===== src/dummy_ins_consts.svh =====
// Dummy insertion constants
`ifndef DUMMY_INS_CONSTS_SVH
`define DUMMY_INS_CONSTS_SVH

// Largest number of real instructions between two dummies
`define MAX_DUMMY_INTERVAL 64
`define CNT_W              7              // Holds 0 to MAX_DUMMY_INTERVAL

// RV32 major opcodes
`define OPCODE_OP          7'b011_0011    // Register-register ALU ops
`define OPCODE_BRANCH      7'b110_0011    // Conditional branches

// Function fields of the dummy forms
`define FUNCT3_ADD         3'b000         // Also used by MUL
`define FUNCT3_AND         3'b111
`define FUNCT3_BLTU        3'b110
`define FUNCT7_ADD         7'b000_0000    // Also used by AND
`define FUNCT7_MUL         7'b000_0001    // M extension

// Galois LFSR, x^32 + x^22 + x^2 + x + 1, right shifting
`define LFSR_TAPS          32'h8020_0003
`define LFSR_DEFAULT_SEED  32'h2c9f_7a51  // Must never be zero

`endif

===== src/dummy_ins_pkg.sv =====
// Dummy insertion types
package dummy_ins_pkg;

  //////////////////////////////
  // Plain vectors
  //////////////////////////////

  typedef logic [31:0] instr_t;  // Raw 32-bit instruction word
  typedef logic [31:0] lfsr_t;   // LFSR state
  typedef logic [3:0]  freq_t;   // Dummy frequency code

  //////////////////////////////
  // Control structs
  //////////////////////////////

  // Subset of the cpuctrl CSR that drives the dummy unit
  typedef struct packed {
    logic  rnddummy;      // Feature enable
    freq_t rnddummyfreq;  // Upper threshold mask bits
  } cpuctrl_t;

  // Everything the dummy generator needs from the security block
  typedef struct packed {
    lfsr_t    lfsr0;    // Random bits, one step per enabled cycle
    cpuctrl_t cpuctrl;  // Registered config
    logic     cntrst;   // One-cycle pulse after a config or seed write
  } xsecure_ctrl_t;

  //////////////////////////////
  // Instruction stream
  //////////////////////////////

  // One slot of the fetch or issue stream
  typedef struct packed {
    logic   valid;  // Word present this cycle
    instr_t instr;  // Instruction payload
  } fetch_t;

endpackage : dummy_ins_pkg


===== src/dummy_ins_top.sv =====
// Dummy insertion top level
module dummy_ins_top (
  input  logic                  clk,
  input  logic                  rst_n,
  input  dummy_ins_pkg::fetch_t fetch_i,         // Fetched instruction stream
  input  logic                  id_ready_i,      // Decode stage ready
  input  logic                  allow_dummy_i,   // Pipeline permits dummies
  input  logic                  cfg_we_i,        // cpuctrl write strobe
  input  logic                  cfg_rnddummy_i,
  input  dummy_ins_pkg::freq_t  cfg_freq_i,
  input  logic                  seed_we_i,       // LFSR seed write strobe
  input  dummy_ins_pkg::lfsr_t  seed_i,
  output dummy_ins_pkg::fetch_t id_o,            // Merged stream to decode
  output logic                  id_is_dummy_o,
  output logic                  fetch_hold_o
);

  dummy_ins_pkg::xsecure_ctrl_t xsecure_ctrl;  // Config, random bits, restart
  dummy_ins_pkg::instr_t        dummy_instr;   // Current dummy encoding
  logic                         dummy_insert;
  logic                         instr_issued;  // Back from the mux to the counter

  // Random source and config
  xsecure_lfsr u_xsecure_lfsr (
    .clk            (clk),
    .rst_n          (rst_n),
    .cfg_we_i       (cfg_we_i),
    .cfg_rnddummy_i (cfg_rnddummy_i),
    .cfg_freq_i     (cfg_freq_i),
    .seed_we_i      (seed_we_i),
    .seed_i         (seed_i),
    .xsecure_o      (xsecure_ctrl)
  );

  // Interval counter and encoder
  dummy_instr u_dummy_instr (
    .clk            (clk),
    .rst_n          (rst_n),
    .instr_issued_i (instr_issued),
    .allow_dummy_i  (allow_dummy_i),
    .xsecure_ctrl_i (xsecure_ctrl),
    .dummy_insert_o (dummy_insert),
    .dummy_instr_o  (dummy_instr)
  );

  // Merge into the decode stream
  issue_mux u_issue_mux (
    .fetch_i        (fetch_i),
    .id_ready_i     (id_ready_i),
    .dummy_insert_i (dummy_insert),
    .dummy_instr_i  (dummy_instr),
    .id_o           (id_o),
    .id_is_dummy_o  (id_is_dummy_o),
    .fetch_hold_o   (fetch_hold_o),
    .instr_issued_o (instr_issued)
  );

endmodule : dummy_ins_top


===== src/issue_mux.sv =====
// Issue multiplexer
module issue_mux (
  input  dummy_ins_pkg::fetch_t fetch_i,         // Word from fetch
  input  logic                  id_ready_i,      // Decode can accept
  input  logic                  dummy_insert_i,  // Generator wants a slot
  input  dummy_ins_pkg::instr_t dummy_instr_i,   // Dummy encoding
  output dummy_ins_pkg::fetch_t id_o,            // Slot toward decode
  output logic                  id_is_dummy_o,   // Slot carries a dummy
  output logic                  fetch_hold_o,    // Fetch keeps its word
  output logic                  instr_issued_o   // Slot accepted this cycle
);

  logic                  take_slot;  // Dummy wins this cycle
  dummy_ins_pkg::fetch_t dummy_slot;
  dummy_ins_pkg::fetch_t mux_slot;

  //////////////////////////////
  // Slot arbitration
  //////////////////////////////

  // A dummy only borrows a slot that a real word would have used,
  // so every dummy sits directly in front of a real instruction
  assign take_slot = dummy_insert_i && fetch_i.valid;

  assign dummy_slot.valid = 1'b1;
  assign dummy_slot.instr = dummy_instr_i;

  always_comb begin
    if (take_slot) begin
      mux_slot = dummy_slot;  // Real word waits behind the dummy
    end else begin
      mux_slot = fetch_i;     // Straight pass of the fetched slot
    end
  end

  //////////////////////////////
  // Outputs
  //////////////////////////////

  assign id_o          = mux_slot;
  assign id_is_dummy_o = take_slot;  // Tag for decode and tracing

  // Fetch must not advance past the displaced word
  assign fetch_hold_o  = take_slot;

  // Feeds the interval counter, covers real and dummy slots
  assign instr_issued_o = mux_slot.valid && id_ready_i;

endmodule : issue_mux


===== src/dummy_instr.sv =====
// Dummy instruction generator
`include "dummy_ins_consts.svh"

module dummy_instr (
  input  logic                         clk,
  input  logic                         rst_n,
  input  logic                         instr_issued_i,  // Slot accepted by decode
  input  logic                         allow_dummy_i,   // Pipeline permits dummies
  input  dummy_ins_pkg::xsecure_ctrl_t xsecure_ctrl_i,
  output logic                         dummy_insert_o,  // Offer a dummy this cycle
  output dummy_ins_pkg::instr_t        dummy_instr_o
);

  localparam int unsigned CNT_MAX_I = `MAX_DUMMY_INTERVAL;  // Saturation point of the counter

  logic [`CNT_W-1:0] cnt_q;      // Real instructions since last dummy
  logic [`CNT_W-1:0] cnt_next;
  logic              cnt_rst;
  logic              pend_q;     // Dummy offered but not yet taken
  logic              dummy_en;

  logic [1:0]        lfsr_sel;   // Instruction form
  logic [4:0]        lfsr_rs1;
  logic [4:0]        lfsr_rs2;
  logic [5:0]        lfsr_cnt;   // Masked random threshold

  logic [6:0]        opcode;
  logic [6:0]        funct7;
  logic [2:0]        funct3;

  //////////////////////////////
  // Random fields
  //////////////////////////////

  assign lfsr_sel = xsecure_ctrl_i.lfsr0[1:0];
  assign lfsr_rs1 = xsecure_ctrl_i.lfsr0[12:8];
  assign lfsr_rs2 = xsecure_ctrl_i.lfsr0[20:16];
  // Frequency code limits the upper threshold bits
  assign lfsr_cnt = xsecure_ctrl_i.lfsr0[29:24] &
                    {xsecure_ctrl_i.cpuctrl.rnddummyfreq, 2'b11};

  //////////////////////////////
  // Interval counter
  //////////////////////////////

  assign dummy_en = allow_dummy_i && xsecure_ctrl_i.cpuctrl.rnddummy;

  // Pending flag keeps the slot a dummy while the LFSR moves under stall
  assign dummy_insert_o = dummy_en && ((cnt_q > {1'b0, lfsr_cnt}) || pend_q);

  assign cnt_rst = !dummy_en                          ||  // Feature off
                   (dummy_insert_o && instr_issued_i) ||  // Own dummy taken
                   xsecure_ctrl_i.cntrst;                 // Config or seed written

  always_comb begin
    if (cnt_rst) begin
      cnt_next = '0;
    end else if (instr_issued_i && (cnt_q != CNT_MAX_I[`CNT_W-1:0])) begin
      cnt_next = cnt_q + 1'b1;      // Count real issues only
    end else begin
      cnt_next = cnt_q;
    end
  end

  always_ff @(posedge clk, negedge rst_n) begin
    if (!rst_n) begin
      cnt_q  <= '0;
      pend_q <= 1'b0;
    end else begin
      cnt_q  <= cnt_next;
      pend_q <= dummy_insert_o && !cnt_rst;  // Held until accepted or cleared
    end
  end

  //////////////////////////////
  // Encoder
  //////////////////////////////

  always_comb begin
    case (lfsr_sel)
      2'b00: begin  // ADD
        opcode = `OPCODE_OP;
        funct3 = `FUNCT3_ADD;
        funct7 = `FUNCT7_ADD;
      end
      2'b01: begin  // MUL
        opcode = `OPCODE_OP;
        funct3 = `FUNCT3_ADD;
        funct7 = `FUNCT7_MUL;
      end
      2'b10: begin  // AND
        opcode = `OPCODE_OP;
        funct3 = `FUNCT3_AND;
        funct7 = `FUNCT7_ADD;
      end
      default: begin  // BLTU
        opcode = `OPCODE_BRANCH;
        funct3 = `FUNCT3_BLTU;
        funct7 = 7'h0;  // Offset bits 12 and 10:5 stay zero
      end
    endcase
  end

  // Branch target equals the real instruction's PC
  assign dummy_instr_o[31:25] = funct7;
  assign dummy_instr_o[24:20] = lfsr_rs2;
  assign dummy_instr_o[19:15] = lfsr_rs1;
  assign dummy_instr_o[14:12] = funct3;
  assign dummy_instr_o[11:7]  = 5'h0;    // Result into x0 or zero lower offset
  assign dummy_instr_o[6:0]   = opcode;

endmodule : dummy_instr


===== src/xsecure_lfsr.sv =====
// Security config and LFSR
`include "dummy_ins_consts.svh"

module xsecure_lfsr (
  input  logic                         clk,
  input  logic                         rst_n,
  input  logic                         cfg_we_i,        // Config write strobe
  input  logic                         cfg_rnddummy_i,  // New enable value
  input  dummy_ins_pkg::freq_t         cfg_freq_i,      // New frequency code
  input  logic                         seed_we_i,       // Seed write strobe
  input  dummy_ins_pkg::lfsr_t         seed_i,          // New seed value
  output dummy_ins_pkg::xsecure_ctrl_t xsecure_o
);

  dummy_ins_pkg::cpuctrl_t cpuctrl_q;   // Config register
  dummy_ins_pkg::lfsr_t    lfsr_q;      // LFSR state
  dummy_ins_pkg::lfsr_t    lfsr_step;   // State after one shift
  dummy_ins_pkg::lfsr_t    seed_safe;   // Seed with zero filtered out
  logic                    cntrst_q;    // Counter reset pulse

  //////////////////////////////
  // Next state
  //////////////////////////////

  // Shift right, fold the taps back in when a one drops out
  assign lfsr_step = {1'b0, lfsr_q[31:1]} ^ (lfsr_q[0] ? `LFSR_TAPS : 32'h0);

  // An all-zero state would lock up the LFSR
  assign seed_safe = (seed_i == '0) ? `LFSR_DEFAULT_SEED : seed_i;

  //////////////////////////////
  // Registers
  //////////////////////////////

  always_ff @(posedge clk, negedge rst_n) begin
    if (!rst_n) begin
      cpuctrl_q <= '0;                  // Dummies off after reset
      lfsr_q    <= `LFSR_DEFAULT_SEED;
      cntrst_q  <= 1'b0;
    end else begin
      if (cfg_we_i) begin
        cpuctrl_q.rnddummy     <= cfg_rnddummy_i;
        cpuctrl_q.rnddummyfreq <= cfg_freq_i;
      end
      // Seed load wins over stepping
      if (seed_we_i) begin
        lfsr_q <= seed_safe;
      end else if (cpuctrl_q.rnddummy) begin
        lfsr_q <= lfsr_step;            // Only runs while the feature is on
      end
      cntrst_q <= cfg_we_i || seed_we_i;  // Restart counting after any write
    end
  end

  assign xsecure_o.lfsr0   = lfsr_q;
  assign xsecure_o.cpuctrl = cpuctrl_q;
  assign xsecure_o.cntrst  = cntrst_q;

endmodule : xsecure_lfsr


===== config.mk =====
export PLATFORM = sky130hd
export DESIGN_NAME = dummy_ins_top
export DESIGN_NICKNAME = d
export VERILOG_FILES = /design/src/dummy_ins_pkg.sv /design/src/dummy_ins_top.sv /design/src/issue_mux.sv /design/src/dummy_instr.sv /design/src/xsecure_lfsr.sv
export VERILOG_INCLUDE_DIRS = /design/src /design/src/src
export SDC_FILE = /design/constraint.sdc
export NUM_CORES = 1
export LEC_CHECK = 0
export BUFFER_PORTS_ARGS = -buffer_cell sky130_fd_sc_hd__buf_2
export CAP_MARGIN = 20
export CORE_UTILIZATION = 50
export DETAILED_ROUTE_END_ITERATION = 8
export HOLD_SLACK_MARGIN = 0.03
export PLACE_DENSITY = 0.82
export SYNTH_ARGS = -nofsm -noshare
export SYNTH_HDL_FRONTEND = slang
export SYNTH_SLANG_ARGS = --single-unit

===== constraint.sdc =====
create_clock -name clk -period 3.3 [get_ports clk]
set_input_delay 0.33 -clock clk [delete_from_list [all_inputs] [get_ports clk]]
set_output_delay 0.33 -clock clk [all_outputs]
set_load 0.03 [all_outputs]

# Yosys cells after proc, flatten, opt, wreduce, memory -nomap -nowiden
# Cells that the tools add are included.
dict set report totals {
  in_bits 76
  output_inout_bits 35
  regBits 46
}
dict set report classes {
  n_reduce_logical 19
  muxes 10
  eq_ne 3
  order_cmp 1
  addsub 1
  bitwise 2
}
# op n
set ops {}
lappend ops {{$mux 32} 4}
lappend ops {{$mux 33} 1}
lappend ops {{$logic_not 32->1} 1}
lappend ops {{$xor 31x32->32} 1}
lappend ops {{$mux 7} 3}
lappend ops {{$add 7x1->7 const B} 1}
lappend ops {{$gt 7x6->1} 1}
lappend ops {{$logic_and 1x1->1} 7}
lappend ops {{$ne 7x7->1 const B} 1}
lappend ops {{$and 6x6->6} 1}
lappend ops {{$pmux 3 s2} 1}
lappend ops {{$logic_or 1x1->1} 4}
lappend ops {{$reduce_bool 2->1} 2}
lappend ops {{$reduce_or 3->1} 1}
lappend ops {{$eq 2x1->1 const B} 1}
lappend ops {{$eq 2x2->1 const B} 1}
lappend ops {{$logic_not 1->1} 2}
lappend ops {{$logic_not 2->1} 1}
lappend ops {{$reduce_or 2->1} 1}
lappend ops {{$mux 1} 1}

# Logic depth before layout (Yosys ltp)
dict set report logic_depth {
  word_depth 12
  ltp_mapped 7
  depth_no_buf 6
}

# Hierarchy
# Synthesis repeated with hierarchy kept, for this count alone.
dict set report hier_totals {
  cells_unflattened 328
  area_unflattened_um2 3288.2
}
# mod area_per_inst_um2 n_inst cells_per_inst
set by_module_without_submodules {}
lappend by_module_without_submodules {xsecure_lfsr 1896.8 1 188}
lappend by_module_without_submodules {dummy_instr 854.6 1 100}
lappend by_module_without_submodules {issue_mux 536.8 1 40}

# Worst setup path after synthesis
# OpenSTA, ideal clock, no wires.
dict set report synth_timing {
  kind {reg2out}
  startpoint {reg u_xsecure_lfsr.lfsr_q[29]}
  endpoint {out id_o[13] (netlist bit)}
  arrival_ns 2.561
  required_time_ns 2.970
  path_slack_ns 0.409
  path_stages_with_launch 8
  n_path_buf 1
  cell_sequence {dfstp_2 > nand2_1 > ha_1 > nand4b_1 > a21o_1 > a211oi_4 > buf_2 > mux2i_1}
}
# item line
set synth_rtl {}
lappend synth_rtl {{from (decl)} xsecure_lfsr.sv:16} ;# dummy_ins_pkg::lfsr_t lfsr_q;
lappend synth_rtl {{from (signal assigned)} xsecure_lfsr.sv:38} ;# lfsr_q <= `LFSR_DEFAULT_SEED;
lappend synth_rtl {{from (signal assigned)} xsecure_lfsr.sv:47} ;# lfsr_q <= seed_safe;
lappend synth_rtl {{from (signal assigned)} xsecure_lfsr.sv:49} ;# lfsr_q <= lfsr_step;
lappend synth_rtl {{to (decl)} dummy_ins_top.sv:13} ;# output dummy_ins_pkg::fetch_t id_o,

==> results by group <==
Die
  • Die height: 77.6 um
  • Site Rows: 27
  • Die Area: 6020 um^2
  • Starting Density: 0.519
  • I/O pins: 111
  • Core area: 5510 um^2
  • Die Wd: 77.6 um

Pwr
  • Leakage: 1.69 nW
  • PD cells: 406 nW/um^2
  • VDD IR-drop max: 0.287 mV

Setup path
  • CP Launch Type: register
  • Worst Path Class, Setup: reg -> out
  • Worst Path Arrival: 2790 ps
  • Endpoint class of the critical path: output pin
  • CP Max Fanout: 34
  • CP required: 2970 ps

Timing
  • Slew margin rel.: 0.318
  • Crit path time final: 3120 ps
  • Post-Route Setup TNS: 0 ps
  • Max Freq: 320 MHz
  • Final setup fails: 0
  • Unrepaired setup endpoints after global routing: no
  • Pins Over Slew Limit: 0
  • Final period util: 0.946
  • Final hold violations: 0
  • Worst-margin pin slew: 1020 ps
  • Clock Skew: 6.19 ps

Logic synthesis
  • Area leader, netlist: dfrtp_1
  • Area fraction of the dominant cell type after synthesis: 0.254
  • Synthesized Nets: 389
  • Netlist cell types: 36
  • Cell Area, Synth: 2860 um^2
  • Sequential area share after synthesis: 0.410
  • Synth Register Bits: 46
  • Mean post-synth cell area: 9.47 um^2
  • Main area contributors after synthesis: dfrtp_1 25%, dfstp_2 16%, nor2b_1 6.3%, mux2i_1 5.6%, ha_1 4.8%
  • Synth warn: 0
  • Cells after synthesis: 302

Place
  • RD Place Congestion: 0.797
  • Area after DPL: 3420 um^2
  • Post-DP HPWL: 4930 um
  • IO buf count: 110

CTS
  • CTS tree: done
  • Bufs on Longest Clock Path: 2
  • Num CTS Buffers: 5
  • CTS Root Cell: clkbuf_8
  • CTS Sinks: 46
  • Clk Latency, worst-skew pair: 300 ps
  • Clock slew at reported path FFs: 80 ps
  • # H-tree levels: 2

GRT
  • Total gr overflow: 0
  • Via count of the first global-routing pass: 2330
  • Largest net degree at the start of global routing: 66
  • First-pass GRT wire length: 10900 um
  • Gr usage total: 0.227
  • Number of antenna violations at the first check in global routing: 0

Layout
  • Layout fillers: 460
  • Design Area, Final: 3560 um^2
  • Layout area overhead: 24.7%
  • Layout cells sized above 1: 0.379
  • Antenna diodes: 0
  • Nets: 490

Detailed routing
  • Post-route ant nets: 0
  • Drt via density: 5.43
  • DRC: 0
  • Final WL: 6760 um
  • Post-DR wirelength/cell: 14.2 um
  • Routed via count: 2585
  • First-pass iteration count of the detailed router: 4
  • Violation count after the first detailed-routing iteration: 84

Job
  • Max-cap violation count: 0

Min path
  • Hold crit path type: in -> reg

Run status
  • Status: finished, final reports clean
per-layer routing:
layer  global-route usage  part of all wire  up-vias
li1                     -                 -     1268
met1                0.303              0.45     1219
met2                0.373              0.48       87
met3               0.0506             0.054       11
met4               0.0585             0.013        0
met5                    0                 0        -
cell type report:
cell class,count,area [um^2],share of cell area
Multi-Input combinational cell,211,1500,0.421
Sequential cell,46,1170,0.329
Timing Repair Buffer,114,599,0.168
Inverter,25,93.8,0.0263
Tap cell,72,90.1,0.0253
Clock buffer,7,76.3,0.0214
Clock inverter,1,30.0,0.00842
report_power, final:
group	total [mW]	internal [mW]	switching (mW)
Combinational	0.351	0.150	0.201
Clock	0.416	0.227	0.189
Sequential	0.680	0.638	0.0420
sequential cells by signal, indices dropped and copies added (netlist names):
signal	count
u_dummy_instr.cnt_q	7
u_dummy_instr.pend_q	1
u_xsecure_lfsr.cntrst_q	1
u_xsecure_lfsr.lfsr_q	32
u_xsecure_lfsr.xsecure_o	5
cells by family (layout without fill, tap and decap cells):
logic type	Yosys count	after routing	synth area share
AOI/OAI and AO/OA	65	65	0.156
xor gates and xnor gates	5	5	0.0153
adders and majority gates	11	11	0.0481
buffers and inverters	45	147	0.0648
DFF	46	46	0.410
muxes	34	34	0.127
and+or+nand+nor	96	96	0.179
placed cells by master, fill, tap and decap left out, types with 2 or more instances in the layout:
| cell | n |
|---|---|
| nor2_1 | 7 |
| a21oi_1 | 3 |
| nand4b_1 | 2 |
| mux2_2 | 8 |
| nor3_1 | 5 |
| nor4_1 | 8 |
| clkbuf_8 | 5 |
| nand2_1 | 27 |
| ha_1 | 11 |
| o21ai_0 | 18 |
| mux2i_1 | 16 |
| nand3_1 | 6 |
| buf_2 | 110 |
| clkbuf_1 | 2 |
| dfrtp_1 | 28 |
| or2_2 | 5 |
| mux2_1 | 10 |
| xnor2_1 | 5 |
| dfstp_2 | 17 |
| nand4_1 | 2 |
| inv_1 | 25 |
| a31oi_1 | 19 |
| a211oi_1 | 18 |
| nor2b_1 | 29 |
| a21o_1 | 2 |
worst max-delay path: stages (launching register included):
cell and delay, ps:
dfstp_2 550, nand2_1 60, ha_1 350, nand4b_1 190, a21o_1 260, a211oi_4 220
buf_6 310, mux2_2 370, buf_2 180
cells in the mapped netlist, drive strengths merged:
master	n
mux2	18
ha	11
o32ai	1
and2	1
a211oi	19
a21o	2
mux2i	16
inv	25
dfrtp	29
dfstp	17
o41ai	1
xnor2	5
a2111oi	1
clkbuf	14
and3	1
nand3	6
nand4	2
o22ai	1
nand2	27
nor3	6
nand3b	1
nor2b	29
buf	6
or2	6
o21ai	18
nor2	7
nand4b	2
a31oi	19
nor4	8
a21oi	3
metrics by stage:
step / hold slack [ps] / cells / total power, mW / utilization / worst slack, ps
6_report: 238 / 476 / 1.45 / 0.647 / 177
4_1_cts: 228 / 474 / 1.45 / 0.641 / 97.3
5_1_grt: 230 / 476 / 1.52 / 0.647 / 73.1
3_3_place_gp: 504 / 466 / 1.02 / 0.622 / 529
3_5_place_dp: 503 / 466 / 1.04 / 0.622 / 431
2_1_floorplan: 34.4 / 302 / 0.913 / - / 409
final timing paths:
| kind | from | end | slack, ps | cells after the start |
|---|---|---|---|---|
| setup / recovery | u_xsecure_lfsr.lfsr_q[29] | id_o[6] | 180 | 8 |
| hold / removal | seed_i[0] | u_xsecure_lfsr.lfsr_q[0] | 240 | 3 |
| setup reg to reg | u_xsecure_lfsr.lfsr_q[29] | u_dummy_instr.cnt_q[4] | 1190 | 6 |
| hold reg to reg | u_xsecure_lfsr.xsecure_o[2] | u_xsecure_lfsr.xsecure_o[2] | 520 | 1 |
| max in group asynchronous | rst_n | u_xsecure_lfsr.lfsr_q[4] | 2220 | 3 |
| min in group asynchronous | rst_n | u_dummy_instr.cnt_q[3] | 510 | 2 |
timing repair:
item / in CTS / in global routing
hold buffers: 0 / 1
hold endpoints to repair: 0 / 11
resized for setup: 0 / 1
endpoints found under the setup margin: 0 / 7
buffers inserted: 0 / 0
No activity file was read; power rests on OpenSTA's default activity.
